--- src/harness_pkg.sv ---
// ----------------------------------------------------------------------
// Shared definitions for the simulation memory harness
// Memory map, bus widths, target encoding and the request address view
// ----------------------------------------------------------------------

`default_nettype none

package harness_pkg;

  // --------------------------------------------------------------------
  // Bus widths
  // --------------------------------------------------------------------
  localparam int unsigned AddrWidth = 32;
  localparam int unsigned DataWidth = 64;
  localparam int unsigned BeWidth   = DataWidth / 8;
  localparam int unsigned IdxWidth  = 13;  // Word index field of the address
  localparam int unsigned NumHarts  = 2;

  // --------------------------------------------------------------------
  // Memory map
  // --------------------------------------------------------------------
  localparam int unsigned RomWords     = 512;
  localparam int unsigned DramWords    = 1024;
  localparam int unsigned RomIdxWidth  = $clog2(RomWords);
  localparam int unsigned DramIdxWidth = $clog2(DramWords);

  localparam logic [3:0] RomRegion  = 4'h0;
  localparam logic [3:0] GpioRegion = 4'h4;  // No device, answers with error
  localparam logic [3:0] DramRegion = 4'h8;

  // Last DRAM word, written by software to end the run
  localparam logic [AddrWidth-1:0] ExitAddr = 32'h8000_1FF8;

  localparam logic [31:0] RomSignature = 32'hB007_C0DE;

  // Window after power-on in which harts may not be halted
  localparam int unsigned DebugDelayCycles = 50;
  localparam int unsigned DbgCntWidth      = $clog2(DebugDelayCycles + 1);

  // --------------------------------------------------------------------
  // Types
  // --------------------------------------------------------------------
  typedef enum logic [1:0] {
    TgtRom  = 2'd0,
    TgtDram = 2'd1,
    TgtErr  = 2'd2
  } target_e;

  typedef struct packed {
    logic [3:0]          region;
    logic [11:0]         rsvd;      // Ignored by the decoder
    logic [IdxWidth-1:0] word_idx;
    logic [2:0]          byte_off;
  } addr_fields_t;

  // Raw word for exact compares, fields for region decode
  typedef union packed {
    logic [AddrWidth-1:0] raw;
    addr_fields_t         fields;
  } addr_u;

  typedef logic [DataWidth-1:0] word_t;
  typedef logic [BeWidth-1:0]   be_t;

endpackage

`default_nettype wire

--- src/mem_req_if.sv ---
// ----------------------------------------------------------------------
// Decoded request bus from the address decoder to the memory targets
// ----------------------------------------------------------------------

`timescale 1ns/1ps
`default_nettype none

interface mem_req_if;
  import harness_pkg::*;

  logic    req;
  logic    we;
  addr_u   addr;
  be_t     be;
  word_t   wdata;
  target_e sel;    // Target chosen by the decoder

  modport decoder (
    output req, we, addr, be, wdata, sel
  );

  modport target (
    input req, we, addr, be, wdata, sel
  );

  modport monitor (
    input req, we, addr, be, wdata, sel
  );

endinterface

`default_nettype wire

--- src/resp_mux.sv ---
// ----------------------------------------------------------------------
// Response path
// Returns target read data or error one cycle later, flags exit writes
// ----------------------------------------------------------------------

`timescale 1ns/1ps
`default_nettype none

module resp_mux (
  input  logic               clk_i,
  input  logic               rst_ni,
  mem_req_if.monitor         bus,
  input  harness_pkg::word_t rom_rdata_i,
  input  harness_pkg::word_t sram_rdata_i,
  output logic               rsp_valid_o,
  output harness_pkg::word_t rsp_rdata_o,
  output logic               rsp_err_o,
  output logic [31:0]        exit_o
);
  import harness_pkg::*;

  logic        valid_q;
  logic        we_q;
  target_e     sel_q;
  logic        exit_hit;
  logic [31:0] exit_q;

  // Full address compare, byte offset included
  assign exit_hit = bus.req && bus.we && (bus.sel == TgtDram) &&
                    (bus.addr.raw == ExitAddr);

  always_ff @(posedge clk_i or negedge rst_ni) begin
    if (!rst_ni) begin
      valid_q <= 1'b0;
      we_q    <= 1'b0;
      sel_q   <= TgtErr;
      exit_q  <= '0;
    end else begin
      valid_q <= bus.req;
      we_q    <= bus.we;
      sel_q   <= bus.sel;
      exit_q  <= exit_hit ? bus.wdata[31:0] : '0;  // One-cycle pulse
    end
  end

  // --------------------------------------------------------------------
  // Response
  // --------------------------------------------------------------------
  always_comb begin
    rsp_rdata_o = '0;  // Writes and errors return zero
    if (valid_q && !we_q) begin
      case (sel_q)
        TgtRom:  rsp_rdata_o = rom_rdata_i;
        TgtDram: rsp_rdata_o = sram_rdata_i;
        default: rsp_rdata_o = '0;
      endcase
    end
  end

  assign rsp_valid_o = valid_q;
  assign rsp_err_o   = valid_q && (sel_q == TgtErr);
  assign exit_o      = exit_q;

endmodule

`default_nettype wire

--- src/flat_wrapper.sv ---
// flat-port wrapper written by rule: the top's interface ports become plain ports
module resp_mux_flat import harness_pkg::*;
  (clk_i, rst_ni, rom_rdata_i, sram_rdata_i, rsp_valid_o, rsp_rdata_o, rsp_err_o, exit_o, bus_req, bus_we, bus_addr, bus_be, bus_wdata, bus_sel);
  mem_req_if bus_i ();
  input  logic clk_i;
  input  logic rst_ni;
  input  harness_pkg::word_t rom_rdata_i;
  input  harness_pkg::word_t sram_rdata_i;
  output logic rsp_valid_o;
  output harness_pkg::word_t rsp_rdata_o;
  output logic rsp_err_o;
  output logic [31:0] exit_o;
  input wire logic [$bits(bus_i.req)-1:0] bus_req;
  input wire logic [$bits(bus_i.we)-1:0] bus_we;
  input wire logic [$bits(bus_i.addr)-1:0] bus_addr;
  input wire logic [$bits(bus_i.be)-1:0] bus_be;
  input wire logic [$bits(bus_i.wdata)-1:0] bus_wdata;
  input wire logic [$bits(bus_i.sel)-1:0] bus_sel;
  assign bus_i.req = bus_req;
  assign bus_i.we = bus_we;
  assign bus_i.addr = bus_addr;
  assign bus_i.be = bus_be;
  assign bus_i.wdata = bus_wdata;
  assign bus_i.sel = bus_sel;
  resp_mux u_core (.clk_i(clk_i), .rst_ni(rst_ni), .bus(bus_i), .rom_rdata_i(rom_rdata_i), .sram_rdata_i(sram_rdata_i), .rsp_valid_o(rsp_valid_o), .rsp_rdata_o(rsp_rdata_o), .rsp_err_o(rsp_err_o), .exit_o(exit_o));
endmodule
--- config.mk ---
export PLATFORM = sky130hd
export DESIGN_NAME = resp_mux_flat
export DESIGN_NICKNAME = d
export VERILOG_FILES = /design/src/harness_pkg.sv /design/src/mem_req_if.sv /design/src/resp_mux.sv /design/src/flat_wrapper.sv
export SDC_FILE = /design/constraint.sdc
export NUM_CORES = 1
export LEC_CHECK = 0
export BUFFER_PORTS_ARGS = -buffer_cell sky130_fd_sc_hd__buf_2
export CAP_MARGIN = 15
export CORE_AREA = 2 2 129 131
export CTS_CLUSTER_SIZE = 12
export DETAILED_ROUTE_END_ITERATION = 12
export DIE_AREA = 0 0 131 133
export PLACE_DENSITY_LB_ADDON = 0.05
export RECOVER_POWER = 25
export SYNTH_ARGS = -nofsm -noshare
export SYNTH_HDL_FRONTEND = slang
export SYNTH_SLANG_ARGS = --single-unit
export TNS_END_PERCENT = 10
--- constraint.sdc ---
create_clock -name clk_i -period 1.2 [get_ports clk_i]
set_clock_uncertainty 0.05 [all_clocks]
set_input_delay 0.18 -clock clk_i [delete_from_list [all_inputs] [get_ports clk_i]]
set_output_delay 0.18 -clock clk_i [all_outputs]
set_load 0.01 [all_outputs]
# Word level (Yosys, flattened, before mapping)
# Index checks and enable logic that the tools add are counted.
# classes
eq_ne	4
muxes	3
n_reduce_logical	7
# op_table
operator	n
one-hot mux 64 bit (2 select lines)	1
two-way mux 64 bit	1
== test 32 bit (second input constant)	1
two-way mux 32 bit	1
logical AND 1 bit	5
== test 2 x 1 -> 1 bit (second input constant)	2
== test 2 bit (second input constant)	1
zero test 2 bit	1
zero test 1 bit	1
# word_totals
ff_bits	36
inputBits	238
out_inout_bits	98
wordCells	18

# Depth between registers and ports, before layout
# depth
ltp_word	4
ltp_mapped	4
ltp_nobuf	3

# Worst setup path before layout
# No wires, ideal clock.
# synth_timing
kind	reg-to-output
startpoint	register u_core.sel_q[1]
endpoint	output port rsp_rdata_o[10]
arrival_ns	1.129
required_ns	0.970
setup_slack_ns	-0.159
stages_incl_launch_ff	5
n_path_buf	1
cell_sequence	dfstp_2 nor2_1 nand2_1 clkbuf_1 nor2_1
# synth_between
elab_chain_cells	3
word_cells_on_any_way	4
cone_classes	eq/ne: 1; mux: 2; reduce/logical: 1
# synth_lines
element	line	text
from (decl)	resp_mux.sv:24	target_e sel_q;
from (signal assigned)	resp_mux.sv:36	sel_q <= TgtErr;
from (signal assigned)	resp_mux.sv:41	sel_q <= bus.sel;
== test 2 x 1 -> 1 bit / zero test 2 bit (equally long branches)	resp_mux.sv:52	case (sel_q)
one-hot mux 64 bit (2 select lines) (*)	resp_mux.sv:52	
two-way mux 64 bit (*)	resp_mux.sv:51	if (valid_q && !we_q) begin
to (decl)	flat_wrapper.sv:10	output harness_pkg::word_t rsp_rdata_o;
# Mark *: on every way between the ends. The rest lies on a longest branch, timed or not.

# Final worst setup path
# layout_timing
startpoint	register u_core.sel_q[0]
endpoint	output port rsp_rdata_o[13]
# The elaborated chain is that of the path after synthesis.

==> results by group <==
STA
  – Setup ws final: -0.4388 ns
  – Tmin final: 1.639 ns
  – Relative slew slack: 75.83%
  – Crit share post-route: 136.6%
  – RSZ-0062 raised after global routing: yes
  – Final setup vio count: 65
  – Max Slew Vio Count: 0
  – Hold_ws: 0.06950 ns
  – Slew @ Worst Pin: 0.3625 ns
  – Total negative slack: -25.15 ns
  – Max Fclk: 610.2 MHz
  – Final Hold Viols: 0

Floorplan
  – Die height: 133 um
  – Die width: 131 um
  – Num rows: 47
  – I/O pins: 336
  – Starting Density: 15.64%
  – Die area: 17,420 um^2
  – Core ar.: 16,170 um^2

Route
  – M1 WL: 4.115 mm
  – Remaining antenna violation count: 0
  – TritonRoute pass-1 iters: 4
  – Initial DRC count: 54
  – Met3 wire length: 1.219 mm
  – Metal2 WL: 6.055 mm
  – Via Count: 3,032
  – Routed wire per std cell: 14.62 um
  – DRC errors left: 0
  – DR top layer: met4
  – Total Wirelength: 11.51 mm
  – Via density per instance: 3.853

Logic synthesis
  – Yosys cell types: 19
  – Gate Count Post-Synth: 265
  – Synthesized Nets: 503
  – Flops & latches, synth: 36
  – Synthesized cell area: 2529 um^2
  – Syn Area/Cell: 9.542 um^2
  – Yosys Warn Count: 0
  – Register area share after synthesis: 35.68%

Layout
  – Post-route design area: 4676 um^2
  – Most frequent cells in the layout: buf_2 (292), nor2_1 (65), mux2i_1 (63), dfrtp_1 (34), inv_1 (32)
  – # fillers: 1,777
  – Fin nets: 805
  – Commonest non-fill, non-tap cell in the layout: buf_2
  – Share of cells above drive strength 1: 63.14%
  – Syn-to-layout area delta: 84.91%
  – # diodes: 0
  – Final Core Density: 28.91%

Placed design
  – PortBufs: 295
  – DP HPWL: 9.596 mm
  – Post-DP Area: 4404 um^2
  – Placer Congestion: 0.6958

Clock tree
  – Root Buffer: clkbuf_16
  – Clk buf depth: 2
  – Clock transition at path regs: 0.06 ns
  – CTS tree: done
  – Clock sinks: 36
  – TritonCTS Buffers: 5
  – H-Tree Level Count: 2

Flow run
  – Max Cap Viol: 0

Power and ir drop
  – PD cells: 702.8 nW/um^2
  – Leakage: 2.760 nW
  – Worst vdd ir: 0.4714 mV

Critical path
  – Crit end category: output port
  – Cell Chain, Critical Path: buf_12 > mux2i_1 > nor2_1 > buf_2
  – Worst endpoint data arrival time: 1.41 ns
  – Max Fanout on Critical Path: 21
  – CP required: 0.97 ns
  – Critical path type: reg2out
  – Critical path startpoint category: flip-flop
  – Worst path max stage delay: 0.49 ns
  – End of the critical path: rsp_rdata_o[13]
  – Slowest CP cell: dfrtp_4
  – Crit path launch: u_core.sel_q[0]$_DFF_PN0_

Global route
  – Initial antenna violation count: 0
  – Grt total ovfl: 0
  – GRT Total Usage: 12.31%
  – First-pass GRT wire length: 16.70 mm
  – Largest net degree at the start of global routing: 33
  – Number of global-route vias before repair: 3,132

Hold path
  – Min-Delay Path Class: in2reg
  – HP Start: bus_wdata[19]

Status
  – Status: complete, but fails checks
  – Violated checks: setup timing
==> how the worst min path moves through the flow <==
stage	cells past startpoint	to
CTS	3	u_core.exit_o[19]$_DFF_PN0_
detailed placement	1	u_core.exit_o[6]$_DFF_PN0_
global route	3	u_core.exit_o[19]$_DFF_PN0_
global placement	1	u_core.exit_o[6]$_DFF_PN0_
floorplan	0	u_core.exit_o[0]$_DFF_PN0_
finish	3	u_core.exit_o[19]$_DFF_PN0_
==> worst max-delay path: cells and delay by family, from the launching register on <==
kind / cells / cell delay (ns)
DFF: 1 / 0.49
muxes: 1 / 0.22
and+or+nand+nor: 1 / 0.05
buffers and inverters: 2 / 0.35
==> layout make-up <==
class | instances | area (um^2) | share of cell area (%)
tap | 220 | 275.3 | 5.887
inverter | 32 | 120.1 | 2.569
clock buffer | 6 | 128.9 | 2.756
clock inverter | 1 | 5.005 | 0.1070
multi-input combinational | 175 | 1461 | 31.26
sequential | 36 | 905.9 | 19.37
timing repair buffer | 317 | 1779 | 38.05
==> cells in the mapped netlist <==
master	number	area (um^2)
nor4_2	30	375.4
nand2_1	1	3.750
and3b_1	1	8.760
inv_1	32	120.1
nand4_1	1	6.260
buf_1	3	11.26
dfrtp_1	35	875.8
and4bb_1	1	12.51
nor2_1	66	247.7
clkbuf_1	6	22.52
dfstp_2	1	26.28
mux2i_1	64	640.6
nand4_2	1	12.51
nand3_1	1	5.000
buf_2	10	50.05
nor4b_2	1	15.01
and4b_1	3	30.03
buf_6	3	33.78
nor4_1	5	31.28
==> per-stage QoR <==
stage          instances  worst slack (ns)  total power (W)
3_3_place_gp         772           -0.2807         0.002049
5_1_grt              787           -0.5189         0.003481
6_report             787           -0.4388         0.003286
4_1_cts              787           -0.4650         0.003349
2_1_floorplan        265          -0.02255         0.001576
3_5_place_dp         772           -0.3685         0.002056
==> per-layer routing <==
| metal | vias to the layer above | global-route usage, % |
|---|---|---|
| met1 | 1364 | 12.80 |
| met5 | - | 0 |
| li1 | 1499 | - |
| met3 | 7 | 3.801 |
| met2 | 162 | 23.69 |
| met4 | 0 | 2.719 |
==> report_power, final <==
group	internal, W	switching, W
Clock	0.000755	0.000482
Combinational	0.000461	0.000355
Sequential	0.00122	0.00000973
Total	0.00244	0.000847
==> timing repair <==
| item | in CTS | in global routing |
|---|---|---|
| pin swaps | 1 | 1 |
| setup endpoints to repair | 66 | 77 |
| resized for setup | 7 | 7 |
| setup buffers | 2 | 0 |
| cloned | 1 | 0 |
| endpoints found under the hold margin | 16 | 0 |
| hold buffers | 5 | 0 |
==> state kept, by name, indices dropped and copies added (netlist names) <==
register	flops
u_core.rsp_valid_o	1
u_core.sel_q	2
u_core.exit_o	32
u_core.we_q	1
==> cell families after synthesis <==
| logic type | count (synthesis) | share of synthesized area [%] |
|---|---|---|
| buf+inv | 54 | 9.401 |
| flops | 36 | 35.68 |
| mux | 64 | 25.33 |
| simple gates | 111 | 29.59 |
(Power assumes the default switching activity.)
