## src/harness_pkg.sv

```systemverilog
// ----------------------------------------------------------------------
// Shared definitions for the simulation memory harness
// Memory map, bus widths, target encoding and the request address view
// ----------------------------------------------------------------------

`default_nettype none

package harness_pkg;

  // --------------------------------------------------------------------
  // Bus widths
  // --------------------------------------------------------------------
  localparam int unsigned AddrWidth = 32;
  localparam int unsigned DataWidth = 64;
  localparam int unsigned BeWidth   = DataWidth / 8;
  localparam int unsigned IdxWidth  = 13;  // Word index field of the address
  localparam int unsigned NumHarts  = 2;

  // --------------------------------------------------------------------
  // Memory map
  // --------------------------------------------------------------------
  localparam int unsigned RomWords     = 512;
  localparam int unsigned DramWords    = 1024;
  localparam int unsigned RomIdxWidth  = $clog2(RomWords);
  localparam int unsigned DramIdxWidth = $clog2(DramWords);

  localparam logic [3:0] RomRegion  = 4'h0;
  localparam logic [3:0] GpioRegion = 4'h4;  // No device, answers with error
  localparam logic [3:0] DramRegion = 4'h8;

  // Last DRAM word, written by software to end the run
  localparam logic [AddrWidth-1:0] ExitAddr = 32'h8000_1FF8;

  localparam logic [31:0] RomSignature = 32'hB007_C0DE;

  // Window after power-on in which harts may not be halted
  localparam int unsigned DebugDelayCycles = 50;
  localparam int unsigned DbgCntWidth      = $clog2(DebugDelayCycles + 1);

  // --------------------------------------------------------------------
  // Types
  // --------------------------------------------------------------------
  typedef enum logic [1:0] {
    TgtRom  = 2'd0,
    TgtDram = 2'd1,
    TgtErr  = 2'd2
  } target_e;

  typedef struct packed {
    logic [3:0]          region;
    logic [11:0]         rsvd;      // Ignored by the decoder
    logic [IdxWidth-1:0] word_idx;
    logic [2:0]          byte_off;
  } addr_fields_t;

  // Raw word for exact compares, fields for region decode
  typedef union packed {
    logic [AddrWidth-1:0] raw;
    addr_fields_t         fields;
  } addr_u;

  typedef logic [DataWidth-1:0] word_t;
  typedef logic [BeWidth-1:0]   be_t;

endpackage

`default_nettype wire

```

## src/debug_reset_ctrl.sv

```systemverilog
// ----------------------------------------------------------------------
// Bus-side reset generation and gating of per-hart debug requests
// ----------------------------------------------------------------------

`timescale 1ns/1ps
`default_nettype none

module debug_reset_ctrl (
  input  logic                             clk_i,
  input  logic                             rst_ni,
  input  logic                             ndmreset_i,
  input  logic                             debug_enable_i,
  input  logic [harness_pkg::NumHarts-1:0] debug_req_i,
  output logic                             sys_rst_no,
  output logic [harness_pkg::NumHarts-1:0] debug_req_o
);
  import harness_pkg::*;

  logic                   rst_comb_n;
  logic [1:0]             sync_q;
  logic [DbgCntWidth-1:0] dly_cnt_q;

  // Either power-on reset or a debug-module reset clears the bus side
  assign rst_comb_n = rst_ni & ~ndmreset_i;

  // Async assert, release after two edges
  always_ff @(posedge clk_i or negedge rst_comb_n) begin
    if (!rst_comb_n) begin
      sync_q <= '0;
    end else begin
      sync_q <= {sync_q[0], 1'b1};
    end
  end

  assign sys_rst_no = sync_q[1];

  // --------------------------------------------------------------------
  // Debug request delay
  // --------------------------------------------------------------------
  // Only power-on reset restarts the window
  always_ff @(posedge clk_i or negedge rst_ni) begin
    if (!rst_ni) begin
      dly_cnt_q <= DbgCntWidth'(DebugDelayCycles);
    end else if (dly_cnt_q != '0) begin
      dly_cnt_q <= dly_cnt_q - 1'b1;
    end
  end

  assign debug_req_o = (dly_cnt_q == '0 && debug_enable_i) ? debug_req_i : '0;

endmodule

`default_nettype wire

```

## config.mk

```make
export PLATFORM = sky130hd
export DESIGN_NAME = debug_reset_ctrl
export DESIGN_NICKNAME = d
export VERILOG_FILES = /design/src/harness_pkg.sv /design/src/debug_reset_ctrl.sv
export SDC_FILE = /design/constraint.sdc
export NUM_CORES = 1
export LEC_CHECK = 0
export BUFFER_PORTS_ARGS = -buffer_cell sky130_fd_sc_hd__buf_2
export CAP_MARGIN = 30
export CORE_MARGIN = 8
export CORE_UTILIZATION = 25
export CTS_BUF_LIST = sky130_fd_sc_hd__clkbuf_4 sky130_fd_sc_hd__clkbuf_8
export DETAILED_ROUTE_END_ITERATION = 16
export GPL_ROUTABILITY_DRIVEN = 0
export GPL_TIMING_DRIVEN = 0
export PLACE_DENSITY = 0.44
export SYNTH_ARGS = -nofsm -noshare
export SYNTH_HDL_FRONTEND = slang
export SYNTH_SLANG_ARGS = --single-unit
```

## constraint.sdc

```tcl
create_clock -name clk_i -period 1.9 [get_ports clk_i]
set_clock_uncertainty 0.2 [all_clocks]
set_input_delay 0.57 -clock clk_i [delete_from_list [all_inputs] [get_ports clk_i]]
set_output_delay 0.57 -clock clk_i [all_outputs]
set_load 0.02 [all_outputs]
```

# Yosys cells after proc, flatten, opt, wreduce, memory -nomap -nowiden
# Cells that the tools add are included.
# W data, S select, Z words.
dict set report totals {
  reg_bits 8
  input_bits 6
  output_inout_bits 3
  word_cells 9
}
dict set report classes {
  addsub 1
  muxes 1
  bitwise_logic 2
  n_reduce_logical 3
}
# op count
set ops {}
lappend ops {{$logic_not A6 Y1} 1}
lappend ops {{$reduce_bool A6 Y1} 1}
lappend ops {{$sub A6 B1 Y6 const B} 1}
lappend ops {{$mux W2} 1}
lappend ops {{$and A1 B1 Y1} 1}
lappend ops {{$logic_and A1 B1 Y1} 1}
lappend ops {{$not A1 Y1} 1}

# Logic depth before layout (Yosys ltp)
# Gate-level depths: netlist of the first run.
dict set report logic_depth {
  ltp_word 3
  depth_mapped 5
  depth_no_buf 5
}

# Least setup slack after synthesis of the first run
# No wires, ideal clock.
dict set report synth_timing {
  kind {reg2out}
  startpoint {register dly_cnt_q[1]}
  endpoint {output port debug_req_o[0] (netlist name)}
  arrival_ns 1.274
  t_required_ns 1.130
  setup_slack_ns -0.144
  stages_incl_launch_ff 6
  path_buffers 1
  path_cell_list {dfstp_2 > inv_1 > ha_1 > and3b_1 > buf_6 > and3_1}
}
dict set report synth_between {
  elab_chain_len 3
}
# element line
set synth_lines {}
lappend synth_lines {{start, declared} debug_reset_ctrl.sv:21} ;# logic [DbgCntWidth-1:0] dly_cnt_q;
lappend synth_lines {{start signal, assigned} debug_reset_ctrl.sv:43} ;# dly_cnt_q <= DbgCntWidth'(DebugDelayCycles);
lappend synth_lines {{start signal, assigned} debug_reset_ctrl.sv:45} ;# dly_cnt_q <= dly_cnt_q - 1'b1;
lappend synth_lines {{$logic_not A6 Y1} debug_reset_ctrl.sv:49} ;# assign debug_req_o = (dly_cnt_q == '0 && debug_enable_i) ? debug_req_i : '0;
lappend synth_lines {{$logic_and A1 B1 Y1} debug_reset_ctrl.sv:49}
lappend synth_lines {{$mux W2} debug_reset_ctrl.sv:49}
lappend synth_lines {{end, declared} debug_reset_ctrl.sv:15} ;# output logic [harness_pkg::NumHarts-1:0] debug_req_o
# No other way between the ends.

# Final worst setup path of the first run
dict set report layout_timing {
  startpoint {register dly_cnt_q[1]}
  endpoint {output port debug_req_o[1] (netlist name)}
}
# The elaborated chain is that of the path after synthesis.

==> results of run 1 <==
[power by group through the flow]
stage               Sequential (W)  Combinational [W]  Clock (W)
floorplan                 0.000178         0.00000792          0
global placement          0.000176          0.0000201          0
detailed placement        0.000176          0.0000206          0
CTS                       0.000173          0.0000252   0.000161
global route              0.000173          0.0000268   0.000163
finish                    0.000173          0.0000247   0.000152
[state kept, by name (all words and copies together) (netlist names)]
signal and cells:
dly_cnt_q 6, sync_q 2
[routing by layer]
layer  vias to the layer above  wire length (um)
li1                        130                 -
met1                       131               259
met3                         2                86
met2                         7               374
met4                         0                 6
met5                         -                 0
[worst paths after layout]
| kind | startpoint | to | slack (ns) | cells past startpoint |
|---|---|---|---|---|
| worst max-delay path | dly_cnt_q[1]$_DFFE_PN1P_ | debug_req_o[1] | -0.33 | 5 |
| worst min-delay path | ndmreset_i | sync_q[0]$_DFF_PN0_ | 0.02 | 2 |
| worst max register to register | dly_cnt_q[1]$_DFFE_PN1P_ | dly_cnt_q[4]$_DFFE_PN1P_ | 0.34 | 6 |
| worst min register to register | sync_q[0]$_DFF_PN0_ | sync_q[1]$_DFF_PN0_ | 0.16 | 0 |
| max in group asynchronous | rst_ni | sync_q[1]$_DFF_PN0_ | 0.66 | 3 |
| min in group clk_i | sync_q[0]$_DFF_PN0_ | sync_q[1]$_DFF_PN0_ | 0.16 | 0 |
[placed cells by master, fill, tap and decap left out]
cell / netlist / routed
clkbuf_4: 0 / 4
buf_2: 0 / 6
buf_4: 0 / 2
dfrtp_1: 5 / 5
nor3_1: 1 / 1
nor3b_1: 1 / 1
conb_1: 1 / 1
dfstp_2: 3 / 3
nor2b_1: 1 / 1
nor3_2: 1 / 1
ha_4: 0 / 1
and3b_2: 0 / 1
buf_6: 1 / 2
nor2_1: 4 / 4
dlygate4sd3_1: 0 / 1
mux2i_1: 1 / 1
nand3_1: 1 / 1
xnor2_1: 4 / 4
mux2_2: 1 / 1
inv_2: 0 / 2
ha_1: 2 / 1
and3_4: 0 / 2
[through the flow]
step	utilization [%]	total power (W)	setup TNS [ns]	cells
after floorplan	-	0.000186	-0.0505	32
after detailed placement	31.7	0.000197	-0.365	56
after CTS	36.3	0.000360	-0.801	63
final	35.6	0.000350	-0.653	62
after global routing	35.6	0.000364	-0.761	62
after global placement	31.7	0.000196	-0.358	56
[timing repair]
action,4_1_cts,5_1_grt
pin swaps,0,0
buffers inserted,2,0
endpoints found under the hold margin,3,0
hold buffers,1,0
endpoints found under the setup margin,2,2
gates resized for setup,4,2
[final cells by class]
cell class,count,share of cell area (%)
well taps,16,3.86
clock buffers,4,5.80
flip-flops and latches,8,39.4
multi-input cells,21,34.5
repair buffers,11,15.0
inverters,2,1.45
[worst register-to-register path, delay by kind of cell, from the launching register on]
family | cells | cell delay, ns
flip-flops | 1 | 0.54
AND/OR/NAND/NOR | 2 | 0.25
adder cells (fa/ha/maj) | 1 | 0.20
buffers and inverters | 2 | 0.18
XOR/XNOR | 1 | 0.13
[kinds of logic (layout without fill, tap and decap cells)]
family / after synthesis / in the layout / share of synthesized area, %
muxes: 2 / 2 / 5.63
buffers and inverters: 3 / 17 / 4.97
adders and majority gates: 2 / 2 / 6.62
and+or+nand+nor: 12 / 12 / 18.5
other: 1 / 1 / 0.992
xor gates and xnor gates: 4 / 4 / 9.27
DFF: 8 / 8 / 54.0
==> run_results.csv, run 1 <==
group,metric,value,unit
global_routing,track_usage,5.83,%
finish,seqCellArea,204,sq um
finish,nets,55,
yosys,synth_cell_type_count,17,
die,rows,14,
power,power.share.clock,43.3,%
global_routing,grt_use_met1,5.78,%
placement,io_buffers,8,
sta,report.final.slew_viol_count,0,
sta,fin_crit_sh,117,%
die,fp.dieW,54.9,um
global_routing,grtUsageMet3,2.45,%
critical_path,cp-end-kind,"output port",
global_routing,antenna_found_initial,0,
yosys,synthCells,32,
sta,fmax,0.449,GHz
global_routing,grt_first_pass_wirelength,1250,um
yosys,synth-seq-cells,8,
yosys,yosysWarnings,0,
clock_network,cts_tree,"built",
placement,dpl_cell_area,460,sq um
clock_network,cts_buffers,3,
yosys,avgSynthCellArea,11.8,sq um
global_routing,use_met2,9.81,%
clock_network,htreeDepth,1,
run_status,outcome,"finished with violations",
global_routing,grt_pass1_vias,283,
finish,multi_input_area,179,sq um
detailed_routing,ant_nets,0,
critical_path,crit_chain,"inv_2, ha_4, and3b_2, and3_4, buf_6",
power,p_comb_share,7.1,%
power,power_frac_seq,49.6,%
finish,fill_cells,158,
detailed_routing,routed-via-count,270,
sta,setup_viol,2,
yosys,synth.top_cells.by_count,"dfrtp_1 (5), nor2_1 (4), xnor2_1 (4), dfstp_2 (3)",
die,start_util,26.0,%
global_routing,overflow,0,
power,p_int,0.000281,W
yosys,synth_top_area_cell,"dfrtp_1",
run,cap_viol_max_count,0,
die,pin_count,9,
yosys,synth_top_area_share,33.1,%
yosys,synth_area,378,sq um
power,switchingPower,0.0000692,W
die,core,1450,sq um
critical_path,arrival,1.46,ns
critical_path,path_delay_family,"flip-flops",
clock_network,root_buffer,"clkbuf_4",
detailed_routing,drt_iter0_markers,0,
detailed_routing,routed_wl,727,um
power,power.density,675,nW/um^2
min_path,hold_class,"primary input to async pin",
global_routing,grt_max_degree,8,
power,p_leak,0.248,nW
power,peakVddDrop,0.488,mV
critical_path,crit_fanout,3,
finish,drive_above_1_share,54.3,%
critical_path,slowest_delay,0.54,ns
detailed_routing,dr.pass1.iters,1,
yosys,netlist_top_cells_area,"dfrtp_1 (33%), dfstp_2 (21%), xnor2_1 (9.3%)",
sta,rsz0062_at_grt,"yes",
global_routing,grt-busiest-layer,"met2",
yosys,synthesis.nets,40,
die,die_area,3010,sq um
run_status,violations,"setup timing",
critical_path,cp.required,1.13,ns
placement,dp_hpwl,605,um
clock_network,cts_sinks,8,
yosys,yosysMostFrequentCell,"dfrtp_1",
yosys,synth_edf_count,0,
clock_network,clkTransAtPathRegs,0.06,ns
finish,final_area,518,sq um
finish,area_delta_synth_final,37.1,%
critical_path,cp_slowest_cell,"dfstp_2",
critical_path,start_kind,"flop",
die,die_h,54.9,um
yosys,synthArstFlopShare,100,%
power,p_sw_share,19.8,%
yosys,ys_seq_area_share,54.0,%
detailed_routing,via_per_inst,4.35,
clock_network,clkLatencyLatePin,0.25,ns
sta,setup_ws,-0.327,ns
detailed_routing,drc,0,
yosys,yosys_most_used_dff,"dfrtp_1",
sta,period_needed,2.23,ns
sta,hold_viol,0,
sta,final.hold.worst_slack,0.0232,ns
placement,place_ws,-0.183,ns
detailed_routing,routedWlPerCell,11.7,um
finish,diodes,0,
clock_network,cts.path.max_buffers,2,
critical_path,critPathKind,"flop to output port",
critical_path,crit_buf_inv,2,
No activity file was read; power rests on OpenSTA's default activity.
==> run 2: changes to the inputs <==
--- a/config.mk
+++ b/config.mk
@@ -7,13 +7,13 @@
 export LEC_CHECK = 0
 export BUFFER_PORTS_ARGS = -buffer_cell sky130_fd_sc_hd__buf_2
 export CAP_MARGIN = 30
-export CORE_MARGIN = 8
-export CORE_UTILIZATION = 25
+export CORE_AREA = 8 8 45 47
 export CTS_BUF_LIST = sky130_fd_sc_hd__clkbuf_4 sky130_fd_sc_hd__clkbuf_8
 export DETAILED_ROUTE_END_ITERATION = 16
+export DIE_AREA = 0 0 53 55
 export GPL_ROUTABILITY_DRIVEN = 0
 export GPL_TIMING_DRIVEN = 0
-export PLACE_DENSITY = 0.44
+export PLACE_DENSITY = 0.48
 export SYNTH_ARGS = -nofsm -noshare
 export SYNTH_HDL_FRONTEND = slang
 export SYNTH_SLANG_ARGS = --single-unit
==> run_results.csv, run 2 (same netlist as run 1, synthesis figures left out) <==
group,metric,value,unit
run_status,outcome,"finished with violations",
run_status,violations,"setup timing",
finish,diodes,0,
finish,area_delta_synth_final,39.1,%
power,p_comb_share,7.3,%
global_routing,track_usage,6.11,%
detailed_routing,drt_iter0_markers,3,
die,core,1380,sq um
finish,fill_cells,142,
finish,reg_top3,"dly_cnt_q x6, sync_q x2",
min_path,hold_class,"primary input to async pin",
placement,dp_hpwl,571,um
finish,final_core_util,38.0,%
global_routing,overflow,0,
sta,final.hold.worst_slack,0.0371,ns
die,start_util,27.3,%
detailed_routing,routed-via-count,278,
detailed_routing,ant_nets,0,
global_routing,grt_max_degree,8,
die,rows,14,
clock_network,htreeDepth,1,
global_routing,grt_first_pass_wirelength,1240,um
detailed_routing,routed_wl,746,um
global_routing,antenna_found_initial,0,
global_routing,grt_pass1_vias,307,
power,power_frac_seq,50.0,%
critical_path,crit_fanout,3,
power,p_int,0.000281,W
detailed_routing,routedWlPerCell,11.8,um
sta,period_needed,2.22,ns
power,p_sw_share,19.3,%
finish,top_register,"dly_cnt_q",
detailed_routing,via_per_inst,4.41,
finish,final_cell_mix,"buf_2 (6), dfrtp_1 (5), xnor2_1 (4), nor2_1 (4), clkbuf_4 (4)",
clock_network,clkLatencyLatePin,0.25,ns
detailed_routing,drc,0,
sta,fin_crit_sh,117,%
sta,setup_viol,2,
critical_path,cp-end-kind,"output port",
detailed_routing,dr.pass1.iters,2,
die,die_h,55,um
critical_path,arrival,1.45,ns
clock_network,cts_tree,"built",
sta,report.final.slew_viol_count,0,
detailed_routing,wl_met3,63,um
finish,final_common_cell,"buf_2",
placement,io_buffers,8,
detailed_routing,wl_met2,413,um
power,p_leak,0.252,nW
power,peakVddDrop,0.379,mV
critical_path,crit_start,"dly_cnt_q[1]$_DFFE_PN1P_",
sta,setup_ws,-0.322,ns
sta,rsz0062_at_grt,"yes",
run,cap_viol_max_count,0,
die,die_area,2920,sq um
power,switchingPower,0.0000669,W
critical_path,cp.required,1.13,ns
critical_path,start_kind,"flop",
clock_network,clkTransAtPathRegs,0.06,ns
finish,nets,56,
die,fp.dieW,53,um
clock_network,cts_sinks,8,
finish,largest_reg_flops,6,
power,power.density,661,nW/um^2
sta,hold_viol,0,
clock_network,cts.path.max_buffers,2,
finish,drive_above_1_share,55.3,%
clock_network,cts_buffers,3,
power,power.share.clock,42.8,%
sta,fmax,0.450,GHz
critical_path,timing.rr.start,"dly_cnt_q[1]$_DFFE_PN1P_",
die,pin_count,9,
clock_network,root_buffer,"clkbuf_4",
detailed_routing,met1_length,269,um
critical_path,critPathKind,"flop to output port",
detailed_routing,top_layer,"met3",
[run 2: cell types whose count changed in the layout (fill, tap and decap cells not counted)]
cell	delta
buf_4	+1
[run 2: critical path, cell delays in order (launching register included)]
cell and delay, ns:
dfstp_2 0.53, inv_2 0.05, ha_4 0.14, and3b_2 0.21, and3_4 0.15, buf_6 0.12
[run 2: path summary, 6_finish.rpt]
path	cells past startpoint	slack, ns	end
max	5	-0.32	debug_req_o[1]
min	2	0.04	sync_q[1]$_DFF_PN0_
max reg2reg	7	0.25	dly_cnt_q[4]$_DFFE_PN1P_
min reg2reg	0	0.16	sync_q[1]$_DFF_PN0_
max in group asynchronous	3	0.61	sync_q[0]$_DFF_PN0_
min in group clk_i	0	0.16	sync_q[1]$_DFF_PN0_
[run 2: power by group through the flow]
| stage | Clock [W] | Sequential (W) | Combinational (W) |
|---|---|---|---|
| after global routing | 0.000164 | 0.000174 | 0.0000275 |
| after floorplan | 0 | 0.000178 | 0.00000792 |
| after global placement | 0 | 0.000176 | 0.0000200 |
| final | 0.000149 | 0.000174 | 0.0000253 |
| after CTS | 0.000156 | 0.000174 | 0.0000256 |
| after detailed placement | 0 | 0.000176 | 0.0000209 |
[run 2: cell type report]
class | instances | area (sq um) | share of cell area [%]
timing repair buffer | 12 | 85.1 | 16.2
tap | 16 | 20.0 | 3.81
multi-input combinational | 21 | 179 | 34.0
sequential | 8 | 204 | 38.8
inverter | 2 | 7.51 | 1.43
clock buffer | 4 | 30.0 | 5.71
[run 2: per-stage QoR]
stage               total power (W)  setup slack [ns]  area (sq um)  instances  setup TNS (ns)
floorplan                  0.000186           -0.0252           400         32         -0.0505
global placement           0.000196            -0.172           460         56          -0.343
detailed placement         0.000197            -0.176           460         56          -0.347
CTS                        0.000356            -0.387           528         63          -0.771
global route               0.000365            -0.367           526         63          -0.731
finish                     0.000348            -0.322           526         63          -0.642
[run 2: repair_timing]
action | CTS | global route
setup endpoints to repair | 2 | 2
hold buffers | 1 | 0
resized for setup | 4 | 2
buffers inserted | 2 | 1
hold endpoints to repair | 3 | 0
[run 2: routing by layer]
layer | GRT usage (%) | up-vias
li1 | - | 132
met1 | 4.34 | 138
met2 | 11.3 | 8
met3 | 3.48 | 0
met4 | 5.17 | 0
met5 | 0 | -
==> run 3: changes to the inputs <==
==> config.mk (replaced) <==
export PLATFORM = sky130hd
export DESIGN_NAME = debug_reset_ctrl
export DESIGN_NICKNAME = d
export VERILOG_FILES = /design/src/harness_pkg.sv /design/src/debug_reset_ctrl.sv
export SDC_FILE = /design/constraint.sdc
export NUM_CORES = 1
export LEC_CHECK = 0
export CAP_MARGIN = 30
export CELL_PAD_IN_SITES_DETAIL_PLACEMENT = 1
export CELL_PAD_IN_SITES_GLOBAL_PLACEMENT = 2
export CORE_AREA = 8 8 45 47
export CTS_BUF_LIST = sky130_fd_sc_hd__clkbuf_4 sky130_fd_sc_hd__clkbuf_8
export DETAILED_ROUTE_END_ITERATION = 16
export DIE_AREA = 0 0 53 55
export DONT_BUFFER_PORTS = 1
export GPL_ROUTABILITY_DRIVEN = 0
export PLACE_DENSITY = 0.6
export SYNTH_ARGS = -nofsm -noshare
export SYNTH_HDL_FRONTEND = slang
export SYNTH_SLANG_ARGS = --single-unit
==> run_results.csv, run 3 (same netlist as run 1, synthesis figures left out) <==
group,metric,value,unit
run_status,outcome,"finished with violations",
run_status,violations,"setup timing",
power,power.density,712,nW/um^2
global_routing,track_usage,5.28,%
finish,diodes,0,
clock_network,cts_buffers,3,
die,die_area,2920,sq um
global_routing,overflow,0,
detailed_routing,dr.pass1.iters,2,
sta,hold_viol,0,
power,p_comb_share,4.2,%
finish,nets,48,
finish,largest_reg_flops,6,
clock_network,clkLatencyLatePin,0.25,ns
power,power.share.clock,43.9,%
sta,fin_tns_setup,-0.429,ns
power,power_frac_seq,51.9,%
detailed_routing,drt_iter0_markers,2,
detailed_routing,via_per_inst,4.15,
finish,final_common_cell,"dfrtp_1",
finish,reg_top3,"dly_cnt_q x6, sync_q x2",
detailed_routing,routed-via-count,228,
critical_path,critPathKind,"flop to output port",
clock_network,cts_sinks,8,
sta,report.final.slew_viol_count,0,
power,fin_total_pwr,0.000338,W
critical_path,crit_fanout,4,
finish,area_delta_synth_final,25.5,%
critical_path,cp-end-kind,"output port",
critical_path,slowest_delay,0.53,ns
die,core,1380,sq um
critical_path,cp.required,1.13,ns
sta,fmax,0.473,GHz
sta,fin_crit_sh,111,%
clock_network,cts.path.max_buffers,2,
power,p_leak,0.218,nW
detailed_routing,drc,0,
sta,period_needed,2.11,ns
global_routing,grt_first_pass_wirelength,1120,um
global_routing,antenna_found_initial,0,
placement,io_buffers,0,
detailed_routing,routed_wl,702,um
power,peakVddDrop,0.414,mV
die,die_h,55,um
run,cap_viol_max_count,0,
power,p_int,0.000274,W
detailed_routing,routedWlPerCell,12.8,um
min_path,hold_class,"flop to flop",
detailed_routing,ant_nets,0,
clock_network,root_buffer,"clkbuf_4",
sta,rsz0062_at_grt,"yes",
finish,final_cell_mix,"dfrtp_1 (5), xnor2_1 (4), nor2_1 (4), clkbuf_4 (4), dfstp_2 (3)",
clock_network,cts_setup_buffers,0,
finish,drive_above_1_share,41.0,%
die,start_util,27.3,%
critical_path,crit_chain,"inv_2, ha_4, and3b_1, and3_4",
clock_network,htreeDepth,1,
sta,setup_ws,-0.215,ns
critical_path,cp_slowest_cell,"dfstp_2",
clock_network,cts_tree,"built",
power,p_sw_share,18.9,%
critical_path,arrival,1.34,ns
die,fp.dieW,53,um
global_routing,grt_pass1_vias,252,
sta,setup_viol,2,
clock_network,clkTransAtPathRegs,0.06,ns
die,pin_count,9,
power,switchingPower,0.0000638,W
critical_path,start_kind,"flop",
die,rows,14,
finish,top_register,"dly_cnt_q",
global_routing,grt_max_degree,8,
run 3: path summary, 6_finish.rpt:
path                                           from                  endpoint  slack [ns]  cells past startpoint
max                        dly_cnt_q[1]$_DFFE_PN1P_            debug_req_o[1]       -0.21                      4
min                             sync_q[0]$_DFF_PN0_       sync_q[1]$_DFF_PN0_        0.16                      0
max reg2reg                dly_cnt_q[1]$_DFFE_PN1P_  dly_cnt_q[1]$_DFFE_PN1P_        0.34                      5
min reg2reg                     sync_q[0]$_DFF_PN0_       sync_q[1]$_DFF_PN0_        0.16                      0
max in group asynchronous                    rst_ni       sync_q[1]$_DFF_PN0_        0.61                      2
min in group asynchronous                    rst_ni  dly_cnt_q[0]$_DFFE_PN0P_        0.44                      1
run 3: power groups by stage:
stage	combinational [W]	clock, W	sequential (W)
after floorplan	0.00000792	0	0.000178
after global placement	0.00000843	0	0.000178
after detailed placement	0.00000848	0	0.000178
after CTS	0.0000143	0.000156	0.000175
after global routing	0.0000152	0.000163	0.000175
final	0.0000141	0.000148	0.000175
run 3: critical path, delay by kind of cell (launching register included):
kind,cells,cell delay (ns)
simple gates,2,0.36
buf+inv,1,0.06
fa+ha+maj,1,0.15
flops,1,0.53
run 3: layout make-up:
class	count	area, sq um
Fill cell	159	910
Sequential cell	8	204
Multi-Input combinational cell	21	178
Timing Repair Buffer	4	35.0
Clock buffer	4	30.0
Tap cell	16	20.0
Inverter	2	7.51
run 3: timing repair:
action                                 CTS  global route
gates resized for setup                  0             1
setup endpoints to repair                2             2
hold buffers                             2             0
endpoints found under the hold margin    8             0
run 3: per-layer routing:
layer | part of all wire (%) | track usage (%)
met3 | 8.8 | 2.14
met4 | 0 | 2.59
met5 | 0 | 0
met1 | 42 | 5.58
met2 | 49 | 8.98
run 3: metrics by stage:
step | util [%] | setup slack, ns | std cells | area (sq um) | hold WS [ns]
2_1_floorplan | - | -0.0252 | 32 | 400 | 0.0744
3_5_place_dp | 30.7 | 0.0386 | 49 | 424 | 0.0746
5_1_grt | 34.3 | -0.254 | 55 | 474 | 0.182
4_1_cts | 34.3 | -0.230 | 55 | 474 | 0.169
3_3_place_gp | 30.7 | 0.0645 | 49 | 424 | 0.0746
6_report | 34.3 | -0.215 | 55 | 474 | 0.161
